[src/fmul_frac_pkg.sv]
// shared widths, operand union and stage records for the fmul fraction pipeline, import with ::*
`default_nettype none

package fmul_frac_pkg;

	////////////////////////////////////////////////////////////////////////////
	// widths
	////////////////////////////////////////////////////////////////////////////

	localparam int FRAC_W  = 53;		// significand incl. hidden bit
	localparam int PROD_W  = 106;		// full 53x53 product
	localparam int LZC_W   = 7;		// normalize shift count, 0..105
	localparam int SNG_PAD = FRAC_W - 24;	// zeros under a left-aligned single significand

	////////////////////////////////////////////////////////////////////////////
	// operand word, one 55-bit word read two ways
	////////////////////////////////////////////////////////////////////////////

	typedef struct packed {
		logic [2:0]  pad;		// unused above a double fraction
		logic [51:0] frac;
	} fmul_dbl_view_t;

	typedef struct packed {
		logic [22:0] frac;		// single fraction in the top bits
		logic [31:0] pad;
	} fmul_sng_view_t;

	typedef union packed {
		fmul_dbl_view_t dbl;
		fmul_sng_view_t sng;
	} fmul_word_u;

	typedef struct packed {
		fmul_word_u word;
		logic       hid;		// hidden bit, 0 for denormal
	} fmul_op_t;

	////////////////////////////////////////////////////////////////////////////
	// stage records
	////////////////////////////////////////////////////////////////////////////

	// stage 1, aligned significands
	typedef struct packed {
		logic              valid;
		logic              dbl;
		logic [FRAC_W-1:0] sig1;
		logic [FRAC_W-1:0] sig2;
	} fmul_sig_t;

	// stage 2, raw product
	typedef struct packed {
		logic              valid;
		logic              dbl;
		logic [PROD_W-1:0] prod;
	} fmul_prod_t;

	// stage 3, normalized product
	typedef struct packed {
		logic              valid;
		logic              dbl;
		logic              zero;
		logic [LZC_W-1:0]  sh_cnt;	// leading zeros, for the exponent side
		logic [PROD_W-1:0] frac;	// bit 105 set unless zero
	} fmul_norm_t;

	// stage 4, rounded result
	typedef struct packed {
		logic              valid;
		logic [FRAC_W-2:0] frac;	// hidden bit dropped
		logic [LZC_W-1:0]  sh_cnt;
		logic              nx;		// inexact
		logic              cout;	// rounding carry out
		logic              zero;
	} fmul_res_t;

endpackage

`default_nettype wire

[src/fmul_frac_in.sv]
// operand input stage of the fmul fraction pipe, aligns both significands and registers on step
`timescale 1ns/1ps
`default_nettype none

module fmul_frac_in
	import fmul_frac_pkg::*;
(
	input  wire logic     i_clk,
	input  wire logic     i_rst_n,
	input  wire logic     i_step,		// level advance strobe
	input  wire logic     i_valid,
	input  wire logic     i_dbl,		// 1 = double, 0 = single
	input  wire fmul_op_t i_op1,
	input  wire fmul_op_t i_op2,
	output fmul_sig_t     o_sig
);

	////////////////////////////////////////////////////////////////////////////
	// unpack
	////////////////////////////////////////////////////////////////////////////

	// pick the view by precision, hidden bit on top, left aligned
	function automatic logic [FRAC_W-1:0] align_sig(input fmul_op_t op, input logic dbl);
		logic [FRAC_W-1:0] sig;
		if (dbl)
			sig = {op.hid, op.word.dbl.frac};
		else
			sig = {op.hid, op.word.sng.frac, {SNG_PAD{1'b0}}};	// 1+23+29
		return sig;
	endfunction

	logic [FRAC_W-1:0] sig1_d;
	logic [FRAC_W-1:0] sig2_d;

	assign sig1_d = align_sig(i_op1, i_dbl);
	assign sig2_d = align_sig(i_op2, i_dbl);

	////////////////////////////////////////////////////////////////////////////
	// stage 1 register
	////////////////////////////////////////////////////////////////////////////

	logic              valid_q;
	logic              dbl_q;
	logic [FRAC_W-1:0] sig1_q;
	logic [FRAC_W-1:0] sig2_q;

	// control bits
	always_ff @(posedge i_clk or negedge i_rst_n) begin
		if (!i_rst_n) begin
			valid_q <= 1'b0;
			dbl_q   <= 1'b0;
		end else if (i_step) begin
			valid_q <= i_valid;
			dbl_q   <= i_dbl;
		end
	end

	// significands, held while step low
	always_ff @(posedge i_clk) begin
		if (i_step) begin
			sig1_q <= sig1_d;
			sig2_q <= sig2_d;
		end
	end

	assign o_sig = '{
		valid: valid_q,
		dbl:   dbl_q,
		sig1:  sig1_q,
		sig2:  sig2_q
	};

endmodule

`default_nettype wire

[config.mk]
export PLATFORM = sky130hd
export DESIGN_NAME = fmul_frac_in
export DESIGN_NICKNAME = d
export VERILOG_FILES = /design/src/fmul_frac_pkg.sv /design/src/fmul_frac_in.sv
export SDC_FILE = /design/constraint.sdc
export NUM_CORES = 1
export LEC_CHECK = 0
export BUFFER_PORTS_ARGS = -buffer_cell sky130_fd_sc_hd__buf_2
export CORE_UTILIZATION = 49
export CTS_CLUSTER_DIAMETER = 40
export DETAILED_ROUTE_END_ITERATION = 8
export PLACE_DENSITY_LB_ADDON = 0.1
export REMOVE_ABC_BUFFERS = 1
export SETUP_SLACK_MARGIN = 0.02
export SYNTH_ARGS = -nofsm -noshare
export SYNTH_HDL_FRONTEND = slang
export SYNTH_SLANG_ARGS = --single-unit
[constraint.sdc]
create_clock -name i_clk -period 1.2 [get_ports i_clk]
set_input_delay 0.12 -clock i_clk [delete_from_list [all_inputs] [get_ports i_clk]]
set_output_delay 0.12 -clock i_clk [all_outputs]
set_load 0.02 [all_outputs]
==> results_dict.tcl <==
set metrics [dict create \
    vias_per_cell 4.77 \
    final.fill_count 637 \
    hold_path_class "primary input to flop" \
    drtPass1Iterations 4 \
    ys.flop_type "edfxtp_1" \
    ios 225 \
    hold_buffers 4 \
    htree_levels 3 \
    cp-end-kind "output pin" \
    netlist_top_cells_count "edfxtp_1 (106), and2_1 (58), mux2_4 (46)" \
    synth_area_um2 4460 \
    crit_cells 1 \
    cts_resized 0 \
    max_slew_margin_pct 81.4 \
    tns_ns 0 \
    clock_skew_ns 0 \
    ys_warn_count 0 \
    required_ns 1.08 \
    diodes 0 \
    routed_wirelength_um 9050 \
    setup_viol 0 \
    r2r_slack_ns 0.42 \
    grt_pass1_vias 2751 \
    arrival_ns 0.93 \
    p_leak_nw 2.65 \
    portBuffers 224 \
    cp_max_fo 1 \
    detail-route-antenna-nets 0 \
    ys_top_cells_by_area "edfxtp_1 (71%), mux2_4 (15%), and2_1 (8.1%)" \
    seqPwrFrac_pct 54.6 \
    sw_frac_of_total_pct 24.7 \
    yosysSeqAreaShare_pct 72.5 \
    wl_per_cell_um 15.8 \
    worstMarginPinSlew_ns 0.279 \
    crit_family "flip-flops" \
    cts.sinks 108 \
    core_region_area_um2 8760 \
    layout-area-overhead-vs-synth_pct 33.0 \
    async_reset_ff_share_pct 1.85 \
    post_dp_cell_area_um2 5670 \
    clk_pin_slew_ns 0.10 \
    yosys.area.top_type_share_pct 71.4 \
    cp_num_buf_inv 1 \
    fin_crit_ns 1.05 \
    p_int_mw 6.30 \
    rr_endpoint "valid_q" \
    die_area_um2 9490 \
    grt_max_degree 54 \
    syn_avg_cell_area_um2 19.6 \
    outcome "finished clean" \
    net-switching-power_mw 2.07 \
    startpoint "sig1_q[5]" \
    critical_path_class "flop to output pin" \
    worstPathCellList "buf_2" \
    synth.most_common_cell "edfxtp_1" \
    cts_setup_buffers 0 \
    fmax_mhz 956 \
    power.density_nw_per_um2 1410 \
    grt_usage_pct 19.2 \
    slew_violations 0 \
    grt_pass1_wl_um 13900 \
    drc 0 \
    insertion_delay_ns 0.36 \
    gr-total-overflow 0 \
    vdd_drop_max_uv 644 \
    hold_violations 0 \
    gp_congestion 0.740 \
    synth_edf_count 106 \
    drt-initial-drc-count 66 \
    total_power_mw 8.37 \
    synth_seq_cells 108 \
    cp-endpoint "o_sig[58]" \
    worstRegToRegCells 1 \
    synth_top_area_cell "edfxtp_1" \
    grt_antenna_before_repair 0 \
    multiInputGateArea_um2 1080 \
    fp-row-count 34 \
    syn_inst 228 \
    cts_root_buf "clkbuf_8" \
    ys_types 7 \
    r2r_start "valid_q" \
    seqCellArea_um2 3230 \
    crit_path_max_incr_delay_ns 0.39 \
    fp.dieW_um 97.4 \
    drive_gt1_share_pct 63.0 \
    cp_slowest_cell "edfxtp_1" \
    min_period_over_period_pct 87.2 \
    cts_tree "yes" \
    max-cap-violations 0 \
    clkPwrFrac_pct 28.6 \
    comb_power_share_pct 16.8 \
    cts_buffers 9 \
    rsz0062_at_grt "no" \
    hpwl_um 6760 \
    start_kind "flop" \
    clk_path_buf_depth 2 \
    nets 577 \
    num_vias 2735 \
    start_util_pct 50.9 \
    postLayoutCellArea_um2 5930 \
    dieHeight_um 97.4 \
]
[how the worst min path moves through the flow]
| stage | start | to | cells after the start |
|---|---|---|---|
| global route | i_op2[28] | sig2_q[27] | 2 |
| finish | i_op2[7] | sig2_q[6] | 2 |
| floorplan | i_rst_n | dbl_q | 0 |
| detailed placement | i_rst_n | dbl_q | 1 |
| global placement | i_rst_n | valid_q | 1 |
| CTS | i_op2[7] | sig2_q[6] | 2 |
[kinds of logic after synthesis]
kind of cell | count (synthesis) | synth area share (%)
buffers and inverters | 14 | 3.37
flip-flops | 108 | 72.5
AND/OR/NAND/NOR | 58 | 8.14
multiplexers | 48 | 16.0
[cells in the final DEF, fill, tap and decap left out, drive strengths merged]
cell type and n:
buf 231, edfxtp 106, and2 58, mux2 48, clkbuf 11, dlygate4sd3 4, inv 2, bufinv 2
dfrtp 2, clkinvlp 1
[layout make-up]
type                            count  area share [%]
Sequential cell                   108            54.5
Clock buffer                       11            2.22
Tap cell                          108            2.28
Clock inverter                      5            1.43
Timing Repair Buffer              235            21.4
Multi-Input combinational cell    106            18.1
[power by group through the flow]
stage,Clock [mW],Combinational (mW),Sequential [mW]
after detailed placement,0,1.41,4.66
after global routing,2.60,1.49,4.60
after floorplan,0,0.271,5.09
after CTS,2.48,1.42,4.57
after global placement,0,1.38,4.65
final,2.40,1.41,4.57
[sequential cells by signal (all words and copies together) (netlist names)]
name and count:
valid_q 1, dbl_q 1, sig2_q 53, sig1_q 53
[per-layer routing]
metal | GRT usage, % | share of wire, % | up-vias
met5 | 0 | 0 | -
met3 | 6.40 | 9.0 | 15
met1 | 22.1 | 37 | 1288
met2 | 32.5 | 51 | 136
li1 | - | - | 1296
met4 | 8.60 | 2.3 | 0
[metrics by stage]
| stage | hold slack (ns) | setup WS (ns) | util, % | std cells |
|---|---|---|---|---|
| 2_1_floorplan | -0.176 | 0.374 | - | 214 |
| 3_3_place_gp | -0.0949 | 0.0956 | 64.7 | 553 |
| 3_5_place_dp | -0.0899 | 0.0764 | 64.7 | 553 |
| 4_1_cts | 0.0132 | 0.132 | 67.7 | 573 |
| 5_1_grt | 0.0163 | 0.101 | 67.7 | 573 |
| 6_report | 0.0315 | 0.154 | 67.7 | 573 |
(Power assumes the default switching activity.)
