<file path="src/fmul_frac_pkg.sv">
// shared widths, operand union and stage records for the fmul fraction pipeline, import with ::*
`default_nettype none

package fmul_frac_pkg;

	////////////////////////////////////////////////////////////////////////////
	// widths
	////////////////////////////////////////////////////////////////////////////

	localparam int FRAC_W  = 53;		// significand incl. hidden bit
	localparam int PROD_W  = 106;		// full 53x53 product
	localparam int LZC_W   = 7;		// normalize shift count, 0..105
	localparam int SNG_PAD = FRAC_W - 24;	// zeros under a left-aligned single significand

	////////////////////////////////////////////////////////////////////////////
	// operand word, one 55-bit word read two ways
	////////////////////////////////////////////////////////////////////////////

	typedef struct packed {
		logic [2:0]  pad;		// unused above a double fraction
		logic [51:0] frac;
	} fmul_dbl_view_t;

	typedef struct packed {
		logic [22:0] frac;		// single fraction in the top bits
		logic [31:0] pad;
	} fmul_sng_view_t;

	typedef union packed {
		fmul_dbl_view_t dbl;
		fmul_sng_view_t sng;
	} fmul_word_u;

	typedef struct packed {
		fmul_word_u word;
		logic       hid;		// hidden bit, 0 for denormal
	} fmul_op_t;

	////////////////////////////////////////////////////////////////////////////
	// stage records
	////////////////////////////////////////////////////////////////////////////

	// stage 1, aligned significands
	typedef struct packed {
		logic              valid;
		logic              dbl;
		logic [FRAC_W-1:0] sig1;
		logic [FRAC_W-1:0] sig2;
	} fmul_sig_t;

	// stage 2, raw product
	typedef struct packed {
		logic              valid;
		logic              dbl;
		logic [PROD_W-1:0] prod;
	} fmul_prod_t;

	// stage 3, normalized product
	typedef struct packed {
		logic              valid;
		logic              dbl;
		logic              zero;
		logic [LZC_W-1:0]  sh_cnt;	// leading zeros, for the exponent side
		logic [PROD_W-1:0] frac;	// bit 105 set unless zero
	} fmul_norm_t;

	// stage 4, rounded result
	typedef struct packed {
		logic              valid;
		logic [FRAC_W-2:0] frac;	// hidden bit dropped
		logic [LZC_W-1:0]  sh_cnt;
		logic              nx;		// inexact
		logic              cout;	// rounding carry out
		logic              zero;
	} fmul_res_t;

endpackage

`default_nettype wire

</file>
<file path="src/fmul_frac_rnd.sv">
// rounding stage of the fmul fraction pipe, nearest-even at single or double, drives the result
`timescale 1ns/1ps
`default_nettype none

module fmul_frac_rnd
	import fmul_frac_pkg::*;
(
	input  wire logic       i_clk,
	input  wire logic       i_rst_n,
	input  wire logic       i_step,		// level advance strobe
	input  wire fmul_norm_t i_norm,		// normalized product
	output fmul_res_t       o_res
);

	////////////////////////////////////////////////////////////////////////////
	// kept, round and sticky
	////////////////////////////////////////////////////////////////////////////

	logic [FRAC_W-1:0] kept;		// top 53, single low part masked
	logic              lsb;
	logic              rnd_bit;
	logic              sticky;

	always_comb begin
		if (i_norm.dbl) begin
			kept    = i_norm.frac[PROD_W-1 -: FRAC_W];	// 105:53
			lsb     = i_norm.frac[53];
			rnd_bit = i_norm.frac[52];
			sticky  = |i_norm.frac[51:0];
		end else begin
			kept    = {i_norm.frac[PROD_W-1 -: 24], {SNG_PAD{1'b0}}};	// 105:82
			lsb     = i_norm.frac[82];
			rnd_bit = i_norm.frac[81];
			sticky  = |i_norm.frac[80:0];
		end
	end

	////////////////////////////////////////////////////////////////////////////
	// nearest-even increment
	////////////////////////////////////////////////////////////////////////////

	logic            inc;
	logic [FRAC_W:0] inc_pos;			// one extra bit for carry
	logic [FRAC_W:0] sum;

	assign inc = rnd_bit & (sticky | lsb);	// ties go to even

	always_comb begin
		if (i_norm.dbl)
			inc_pos = {{FRAC_W{1'b0}}, inc};
		else
			inc_pos = {{(FRAC_W - SNG_PAD){1'b0}}, inc, {SNG_PAD{1'b0}}};	// at bit 29
	end

	assign sum = {1'b0, kept} + inc_pos;

	fmul_res_t res_d;

	// single fraction already sits in 51:29, low bits zero
	// on carry out the kept bits wrap to all zeros
	always_comb begin
		res_d.valid  = i_norm.valid;
		res_d.frac   = sum[FRAC_W-2:0];	// hidden bit dropped
		res_d.sh_cnt = i_norm.sh_cnt;
		res_d.nx     = rnd_bit | sticky;
		res_d.cout   = sum[FRAC_W];
		res_d.zero   = i_norm.zero;
	end

	////////////////////////////////////////////////////////////////////////////
	// output register
	////////////////////////////////////////////////////////////////////////////

	always_ff @(posedge i_clk or negedge i_rst_n) begin
		if (!i_rst_n)
			o_res <= '0;			// whole result clear out of reset
		else if (i_step)
			o_res <= res_d;
	end

endmodule

`default_nettype wire

</file>
<file path="config.mk">
export PLATFORM = sky130hd
export DESIGN_NAME = fmul_frac_rnd
export DESIGN_NICKNAME = d
export VERILOG_FILES = /design/src/fmul_frac_pkg.sv /design/src/fmul_frac_rnd.sv
export SDC_FILE = /design/constraint.sdc
export NUM_CORES = 1
export LEC_CHECK = 0
export BUFFER_PORTS_ARGS = -buffer_cell sky130_fd_sc_hd__buf_4
export CAP_MARGIN = 20
export CORE_MARGIN = 8
export CORE_UTILIZATION = 45
export DETAILED_ROUTE_END_ITERATION = 8
export PLACE_DENSITY = 0.82
export SYNTH_ARGS = -nofsm -noshare
export SYNTH_HDL_FRONTEND = slang
export SYNTH_SLANG_ARGS = --single-unit
</file>
<file path="constraint.sdc">
create_clock -name i_clk -period 1.2 [get_ports i_clk]
set_clock_uncertainty 0.05 [all_clocks]
set_input_delay 0.24 -clock i_clk [delete_from_list [all_inputs] [get_ports i_clk]]
set_output_delay 0.24 -clock i_clk [all_outputs]
set_load 0.02 [all_outputs]
</file>
==> metrics.csv, run 1 <==
metric,value,unit
dr.pass1.iters,8,
netlist_instances,406,
start_util,0.459,
vias,5480,
yosysSeqAreaShare,0.425,
synth-main-ff-cell,dfrtp_1,
maxCapViolations,0,
async_reset_ff_frac,1.00,
die_h,107,um
max_freq,0.283,GHz
grt_first_pass_wirelength,27200,um
cts_inserted_buffers,9,
nets,848,
cp_slowest_cell,nor4_4,
crit_fanout,6,
rsz0062_at_grt,true,
std_cell_rows,33,
hpwl,10800,um
min_period_over_period,2.94,
hold_ws,0.0701,ns
drc_errors,0,
power-per-cell-area,852,nW/um2
post-route-min-period,3.53,ns
dieWidth,107,um
ioPinCount,182,
overflow,0,
path_clk_slew,0.08,ns
startpoint,i_norm[13],
required,1.41,ns
clk_latency,0.34,ns
gp_congestion,0.882,
place.port_buffers,181,
critPathCapture,o_res[60],
worstSetupPathType,input pin to flip-flop,
synth_top_cell_by_area,dfrtp_1,
clockBufferDepth,2,
r2r_setup_slack,0.11,ns
vias_per_cell,6.56,
peakVddDrop,0.864,mV
dr.first_iter.drc_count,546,
cp_common_cell,nand4_1,
critPathCaptureType,flip-flop,
fill_cells,209,
synth_cell_types,43,
setup_viol,76,
reg2reg_depth,3,
reg_top3,o_res x63,
post-route-cell-area,7590,um2
timing.rr.start,o_res[59],
hold_viol,0,
drive_gt1_frac,0.633,
synth_area,3710,um2
grt_max_degree,64,
p_leak,3.44,nW
synth_nets,528,
worst_pin_slew,0.634,ns
synth_warnings,0,
outcome,"finished, violations left",
rr_endpoint,o_res[59],
worstPathCellList,buf_4 -> nor4_4 -> nand4_1 -> nor4_2 -> o21ai_2 -> o21a_1 -> ha_1 -> nand4_1 -> nand4b_1 -> buf_6 -> buf_12 -> a2111oi_4 -> xnor2_1 -> a21oi_1,
fin_ws,-2.33,ns
ant_nets,0,
syn_avg_cell_area,9.14,um2
cts_root_buf,clkbuf_8,
wl_per_cell,29.2,um
dp_worst_setup_slack,-1.87,ns
synth_top_area_frac,0.425,
cp.arrival,3.74,ns
max_slew_margin,0.576,
yosys_register_bits,63,
placed_area,6120,um2
final_max_slew_viol_count,0,
cts.sinks,63,
htree_levels,3,
syn_to_final_growth,105,%
cts_tree,yes,
total_power,6.47,mW
grt_pass1_vias,5108,
core-area,8090,um2
grt_use_total,0.304,
violations,setup timing,
n_antenna_cell,0,
antenna_found_initial,0,
cp-start-kind,input pin,
synthTopCellsByArea,"dfrtp_1 42%, xnor2_1 8.3%, a21oi_1 5.4%",
die_area,11400,um2
top_register,o_res,
finalWirelength,24400,um
cpPeakStageDelay,0.45,ns
largest_register_ffs,63,
hold_class,input pin to flip-flop,
synth_edf_count,0,
## how the worst min path moves through the flow
stage / endpoint / startpoint / cells after the start
final: o_res[6] / i_norm[109] / 2
after detailed placement: o_res[1] / i_rst_n / 2
after global placement: o_res[1] / i_rst_n / 2
after floorplan: o_res[0] / i_rst_n / 0
after CTS: o_res[6] / i_norm[109] / 2
after global routing: o_res[6] / i_norm[109] / 2
## cells by family after synthesis
family | synth area share
AOI/OAI and AO/OA | 0.109
xor gates and xnor gates | 0.118
adders and majority gates | 0.0101
buffers and inverters | 0.0388
DFF | 0.425
muxes | 0.0394
and+or+nand+nor | 0.261
## final cells by class
type / instances / area, um2 / area share
clock buffer: 11 / 131 / 0.0173
clock inverter: 5 / 35.0 / 0.00461
inverter: 17 / 63.8 / 0.00840
multi-input combinational: 309 / 2810 / 0.370
sequential: 63 / 1580 / 0.208
tap: 105 / 131 / 0.0173
timing repair buffer: 326 / 2840 / 0.374
## what timing repair did
item,in CTS,in global routing
buffers inserted,15,37
endpoints found under the hold margin,63,0
pin swaps,64,57
setup endpoints to repair,59,108
resized for setup,73,120
hold buffers,1,0
## power by group
group	total [mW]	switching [mW]	leakage (nW)	internal, mW
clock network	1.70	0.946	0.0833	0.752
registers	2.47	0.160	0.747	2.31
logic	2.30	1.18	2.61	1.12
total	6.47	2.29	3.44	4.18
## routing by layer
metal | vias up | part of all wire | track usage
met4 | 0 | 0.096 | 0.186
met1 | 2537 | 0.31 | 0.332
met2 | 634 | 0.46 | 0.507
met5 | - | 0 | 0
li1 | 2073 | - | -
met3 | 236 | 0.13 | 0.0942
## cells in the final DEF (no fill, tap or decap), types with 10 or more instances in the layout
master	n
a21oi_1	24
a21oi_2	13
buf_4	241
buf_6	74
dfrtp_1	63
inv_1	17
mux2_2	10
nand2_1	29
nand3_1	11
nand4_1	15
nor2_1	44
nor4_2	10
nor4_4	11
o22ai_1	10
xnor2_1	17
xnor2_2	17
## stage by stage
stage / cells / TNS (ns) / util
floorplan: 406 / -57.56 / -
global placement: 774 / -78.60 / 0.756
detailed placement: 774 / -82.96 / 0.756
CTS: 804 / -59.50 / 0.837
global route: 836 / -104.82 / 0.938
finish: 836 / -107.46 / 0.938
## critical path, delay by kind of cell
family | cells | cell delay [ns]
compound gates | 4 | 0.97
xor+xnor | 1 | 0.14
fa+ha+maj | 1 | 0.32
buf+inv | 3 | 0.46
simple gates | 5 | 1.59
## synthesized netlist by cell type (2+ instances only)
cell type and count:
a21oi_1 40, xor2_1 15, o22ai_1 10, o21ai_0 2
nand2_1 35, nor4_2 5, buf_6 2, and4_1 3
nor3_1 8, ha_1 3, inv_1 17, and2_1 4
nand3_1 18, buf_1 5, nand4_1 15, mux2_2 13
clkbuf_1 9, a211oi_1 4, nor3b_1 3, nor2b_1 5
nor2_1 49, a31o_2 3, nor4_1 22, xnor2_1 35
dfrtp_1 63
Note: power is estimated with default switching activity, not from simulation.
==> run 2: changes to the inputs <==
--- a/config.mk
+++ b/config.mk
@@ -7,7 +7,6 @@
 export LEC_CHECK = 0
 export BUFFER_PORTS_ARGS = -buffer_cell sky130_fd_sc_hd__buf_4
 export CAP_MARGIN = 20
-export CORE_MARGIN = 8
 export CORE_UTILIZATION = 45
 export DETAILED_ROUTE_END_ITERATION = 8
 export PLACE_DENSITY = 0.82
==> run 2 against run 1 <==
The run now fails in global routing (5_1_grt). Synthesized cell count is the same. Synthesized area stayed put.
==> metrics.csv, run 2 <==
metric,value,unit,change
outcome,stopped before the end,,
stop_stage,global routing (5_1_grt),,
firstError,[ERROR GRT-0232] Routing congestion too high. Check the congestion heatmap in the GUI.,,
gp_congestion,0.872,,-1.2%
worst_endpoint,o_res[47]$_DFFE_PN0P_/D,,
netlist_instances,406,,unchanged
endpoint_type,register input,,
yosysMostFrequentCell,dfrtp_1,,
synth_warnings,0,,unchanged
synth_edf_count,0,,unchanged
synth_top_area_frac,0.425,,unchanged
cts.sinks,63,,unchanged
synthTopCellsByArea,"dfrtp_1 42%, xnor2_1 8.3%, a21oi_1 5.4%",,
clockBufferDepth,2,,unchanged
placed_area,6120,um2,about the same
async_reset_ff_frac,1.00,,unchanged
htree_levels,3,,unchanged
grt_max_degree,64,,
hpwl,9900,um,-8.3%
die_h,92.8,um,-13%
start_util,0.473,,+0.0143
dieWidth,92.8,um,-13%
dp_cells,773,,-0.13%
cts_inserted_buffers,9,,unchanged
cts_root_buf,clkbuf_8,,
syn_avg_cell_area,9.14,um2,unchanged
synth_cell_types,43,,unchanged
std_cell_rows,32,,-3.0%
yosysSeqAreaShare,0.425,,unchanged
synth_top_cell_by_area,dfrtp_1,,
synth-main-ff-cell,dfrtp_1,,
grt_use_total,0.906,,
yosys_register_bits,63,,unchanged
overflow,377,,
synth_area,3710,um2,unchanged
place.port_buffers,181,,unchanged
yosys-top-cells-count,"63 x dfrtp_1, 49 x nor2_1, 40 x a21oi_1, 35 x nand2_1, 35 x xnor2_1",,
synth_nets,528,,unchanged
ioPinCount,182,,unchanged
[run 2: cell counts after synthesis]
Identical to the previous run, type by type.
[run 2: repair_timing]
item                                    CTS
gates cloned                              0
pin swaps                                71
hold endpoints to repair                 63
endpoints found under the setup margin   65
setup buffers                            31
hold buffers                              1
resized for setup                        96
[run 2: logic make-up after synthesis]
group           Yosys count  synth area share
fa+ha+maj                 3            0.0101
mux                      13            0.0394
xor+xnor                 50             0.118
simple gates            178             0.261
buf+inv                  34            0.0388
flops                    63             0.425
compound gates           65             0.109
[run 2: layer usage]
layer / GRT overflow / global-route usage
met1: 0 / 0.844
met3: 3 / 0.700
met5: 0 / 0.122
met4: 137 / 1.10
met2: 237 / 1.12
[run 2: through the flow]
stage | setup slack (ns) | utilization | hold WS (ns)
after detailed placement | -1.81 | 0.779 | 0.214
after floorplan | -1.39 | - | -0.106
after global placement | -1.76 | 0.779 | 0.207
after CTS | -1.36 | 0.896 | 0.0620
==> run 3: changes to the inputs <==
--- a/config.mk
+++ b/config.mk
@@ -7,9 +7,9 @@
 export LEC_CHECK = 0
 export BUFFER_PORTS_ARGS = -buffer_cell sky130_fd_sc_hd__buf_4
 export CAP_MARGIN = 20
-export CORE_UTILIZATION = 45
+export CORE_UTILIZATION = 30
 export DETAILED_ROUTE_END_ITERATION = 8
-export PLACE_DENSITY = 0.82
+export PLACE_DENSITY_LB_ADDON = 0.15
 export SYNTH_ARGS = -nofsm -noshare
 export SYNTH_HDL_FRONTEND = slang
 export SYNTH_SLANG_ARGS = --single-unit
==> run 3 against run 2 <==
The flow now finishes, with violations (setup timing).
==> metrics.csv, run 3 (synthesized netlist as in run 1, its figures left out) <==
metric,value,unit,change
outcome,"finished, violations left",,
violations,setup timing,,
setup_viol,54,,
dp_cells,836,,+8.2%
htree_levels,3,,unchanged
gp_congestion,0.817,,-6.3%
die_area,12800,um2,
grt_max_degree,64,,
r2r_setup_slack,0.33,ns,
cts_root_buf,clkbuf_16,,
reg_top3,o_res x63,,
hold_ws,0.0863,ns,
max_freq,0.373,GHz,
grt_first_pass_wirelength,20400,um,
hpwl,9220,um,-6.8%
cts_tree,yes,,
vias_per_cell,4.73,,
core-area,12100,um2,
std_cell_rows,40,,+25%
worstSetupPathType,input pin to flip-flop,,
post-route-min-period,2.68,ns,
final_common_cell,buf_4,,
grt_util_met3,0.0348,,
finalWirelength,12700,um,
dr.pass1.iters,4,,
fin_ws,-1.48,ns,
overflow,0,,
cp.arrival,2.84,ns,
top_register,o_res,,
peakVddDrop,0.572,mV,
path_clk_slew,0.05,ns,
hold_class,input pin to flip-flop,,
dr.first_iter.drc_count,167,,
drive_gt1_frac,0.565,,
stdcell_count,871,,
min_period_over_period,2.23,,
dp_worst_setup_slack,-1.92,ns,-0.113 ns
dieWidth,113,um,+22%
drc_errors,0,,
grt_use_total,0.202,,
final_max_slew_viol_count,0,,
required,1.36,ns,
ioPinCount,182,,unchanged
cts.sinks,63,,unchanged
die_h,113,um,+22%
power-per-cell-area,981,nW/um2,
max_slew_margin,0.634,,
critPathCaptureType,flip-flop,,
rsz0062_at_grt,true,,
nets,821,,
worst_pin_slew,0.547,ns,
largest_register_ffs,63,,
n_antenna_cell,0,,
grt_pass1_vias,4085,,
hold_viol,0,,
vias,4117,,
grtUsageMet2,0.337,,
antenna_found_initial,0,,
grt-busiest-layer,met2,,
crit_fanout,9,,
total_power,6.93,mW,
clk_latency,0.33,ns,
cts_inserted_buffers,9,,unchanged
use_met1,0.264,,
clockBufferDepth,2,,unchanged
cp-start-kind,input pin,,
wl_per_cell,14.5,um,
place.port_buffers,181,,unchanged
syn_to_final_growth,90.5,%,
start_util,0.308,,-0.165
maxCapViolations,0,,
p_leak,3.17,nW,
ant_nets,0,,
final_cell_mix,"264 x buf_4, 63 x dfrtp_1, 44 x nor2_1, 39 x a21oi_1, 33 x nand2_1",,
final.setup.tns,-67.89,ns,
[run 3: per-stage QoR]
| stage | utilization | cell area, um2 |
|---|---|---|
| 6_report | 0.586 | 7070 |
| 5_1_grt | 0.586 | 7070 |
| 4_1_cts | 0.562 | 6770 |
| 3_5_place_dp | 0.512 | 6180 |
| 3_3_place_gp | 0.512 | 6180 |
| 2_1_floorplan | - | 3870 |
[run 3: final timing paths]
kind                              to        start  depth (start not counted)
setup / recovery           o_res[52]   i_norm[27]                         14
hold / removal              o_res[7]  i_norm[110]                          2
setup reg to reg           o_res[24]    o_res[24]                          2
hold reg to reg             o_res[5]     o_res[5]                          1
max in group asynchronous  o_res[52]      i_rst_n                          3
min in group asynchronous  o_res[17]      i_rst_n                          3
[run 3: routing by layer]
layer  share of wire  up-vias
met5               0        -
met4           0.013        0
met3           0.035       14
met2            0.50       88
met1            0.45     1990
li1                -     2025
[run 3: final cells by class]
class                           count  area (um2)
Clock buffer                       11         253
Sequential cell                    63        1580
Inverter                           17        63.8
Clock inverter                      4        45.0
Tap cell                          168         210
Multi-Input combinational cell    309        2480
Fill cell                        1065        4990
Timing Repair Buffer              299        2440
[run 3: where the power goes]
part	total (mW)	switching, mW	internal, mW
Sequential	2.43	0.117	2.32
Combinational	1.83	0.879	0.956
Clock	2.66	0.967	1.70
[run 3: critical path, stage by stage]
cell	delay (ns)
buf_6	0.10
nor4_4	0.25
nand4_1	0.17
nor4_2	0.36
o21ai_2	0.11
o21a_1	0.21
ha_4	0.27
nand4_1	0.09
nand4b_1	0.22
buf_6	0.18
buf_4	0.13
a211oi_2	0.25
xnor2_1	0.16
a21oi_1	0.09
[run 3: what timing repair did]
item / 4_1_cts / 5_1_grt
hold buffers: 1 / 0
pin swaps: 39 / 56
endpoints found under the setup margin: 59 / 62
resized for setup: 44 / 43
hold endpoints to repair: 63 / 0
buffers inserted: 10 / 12
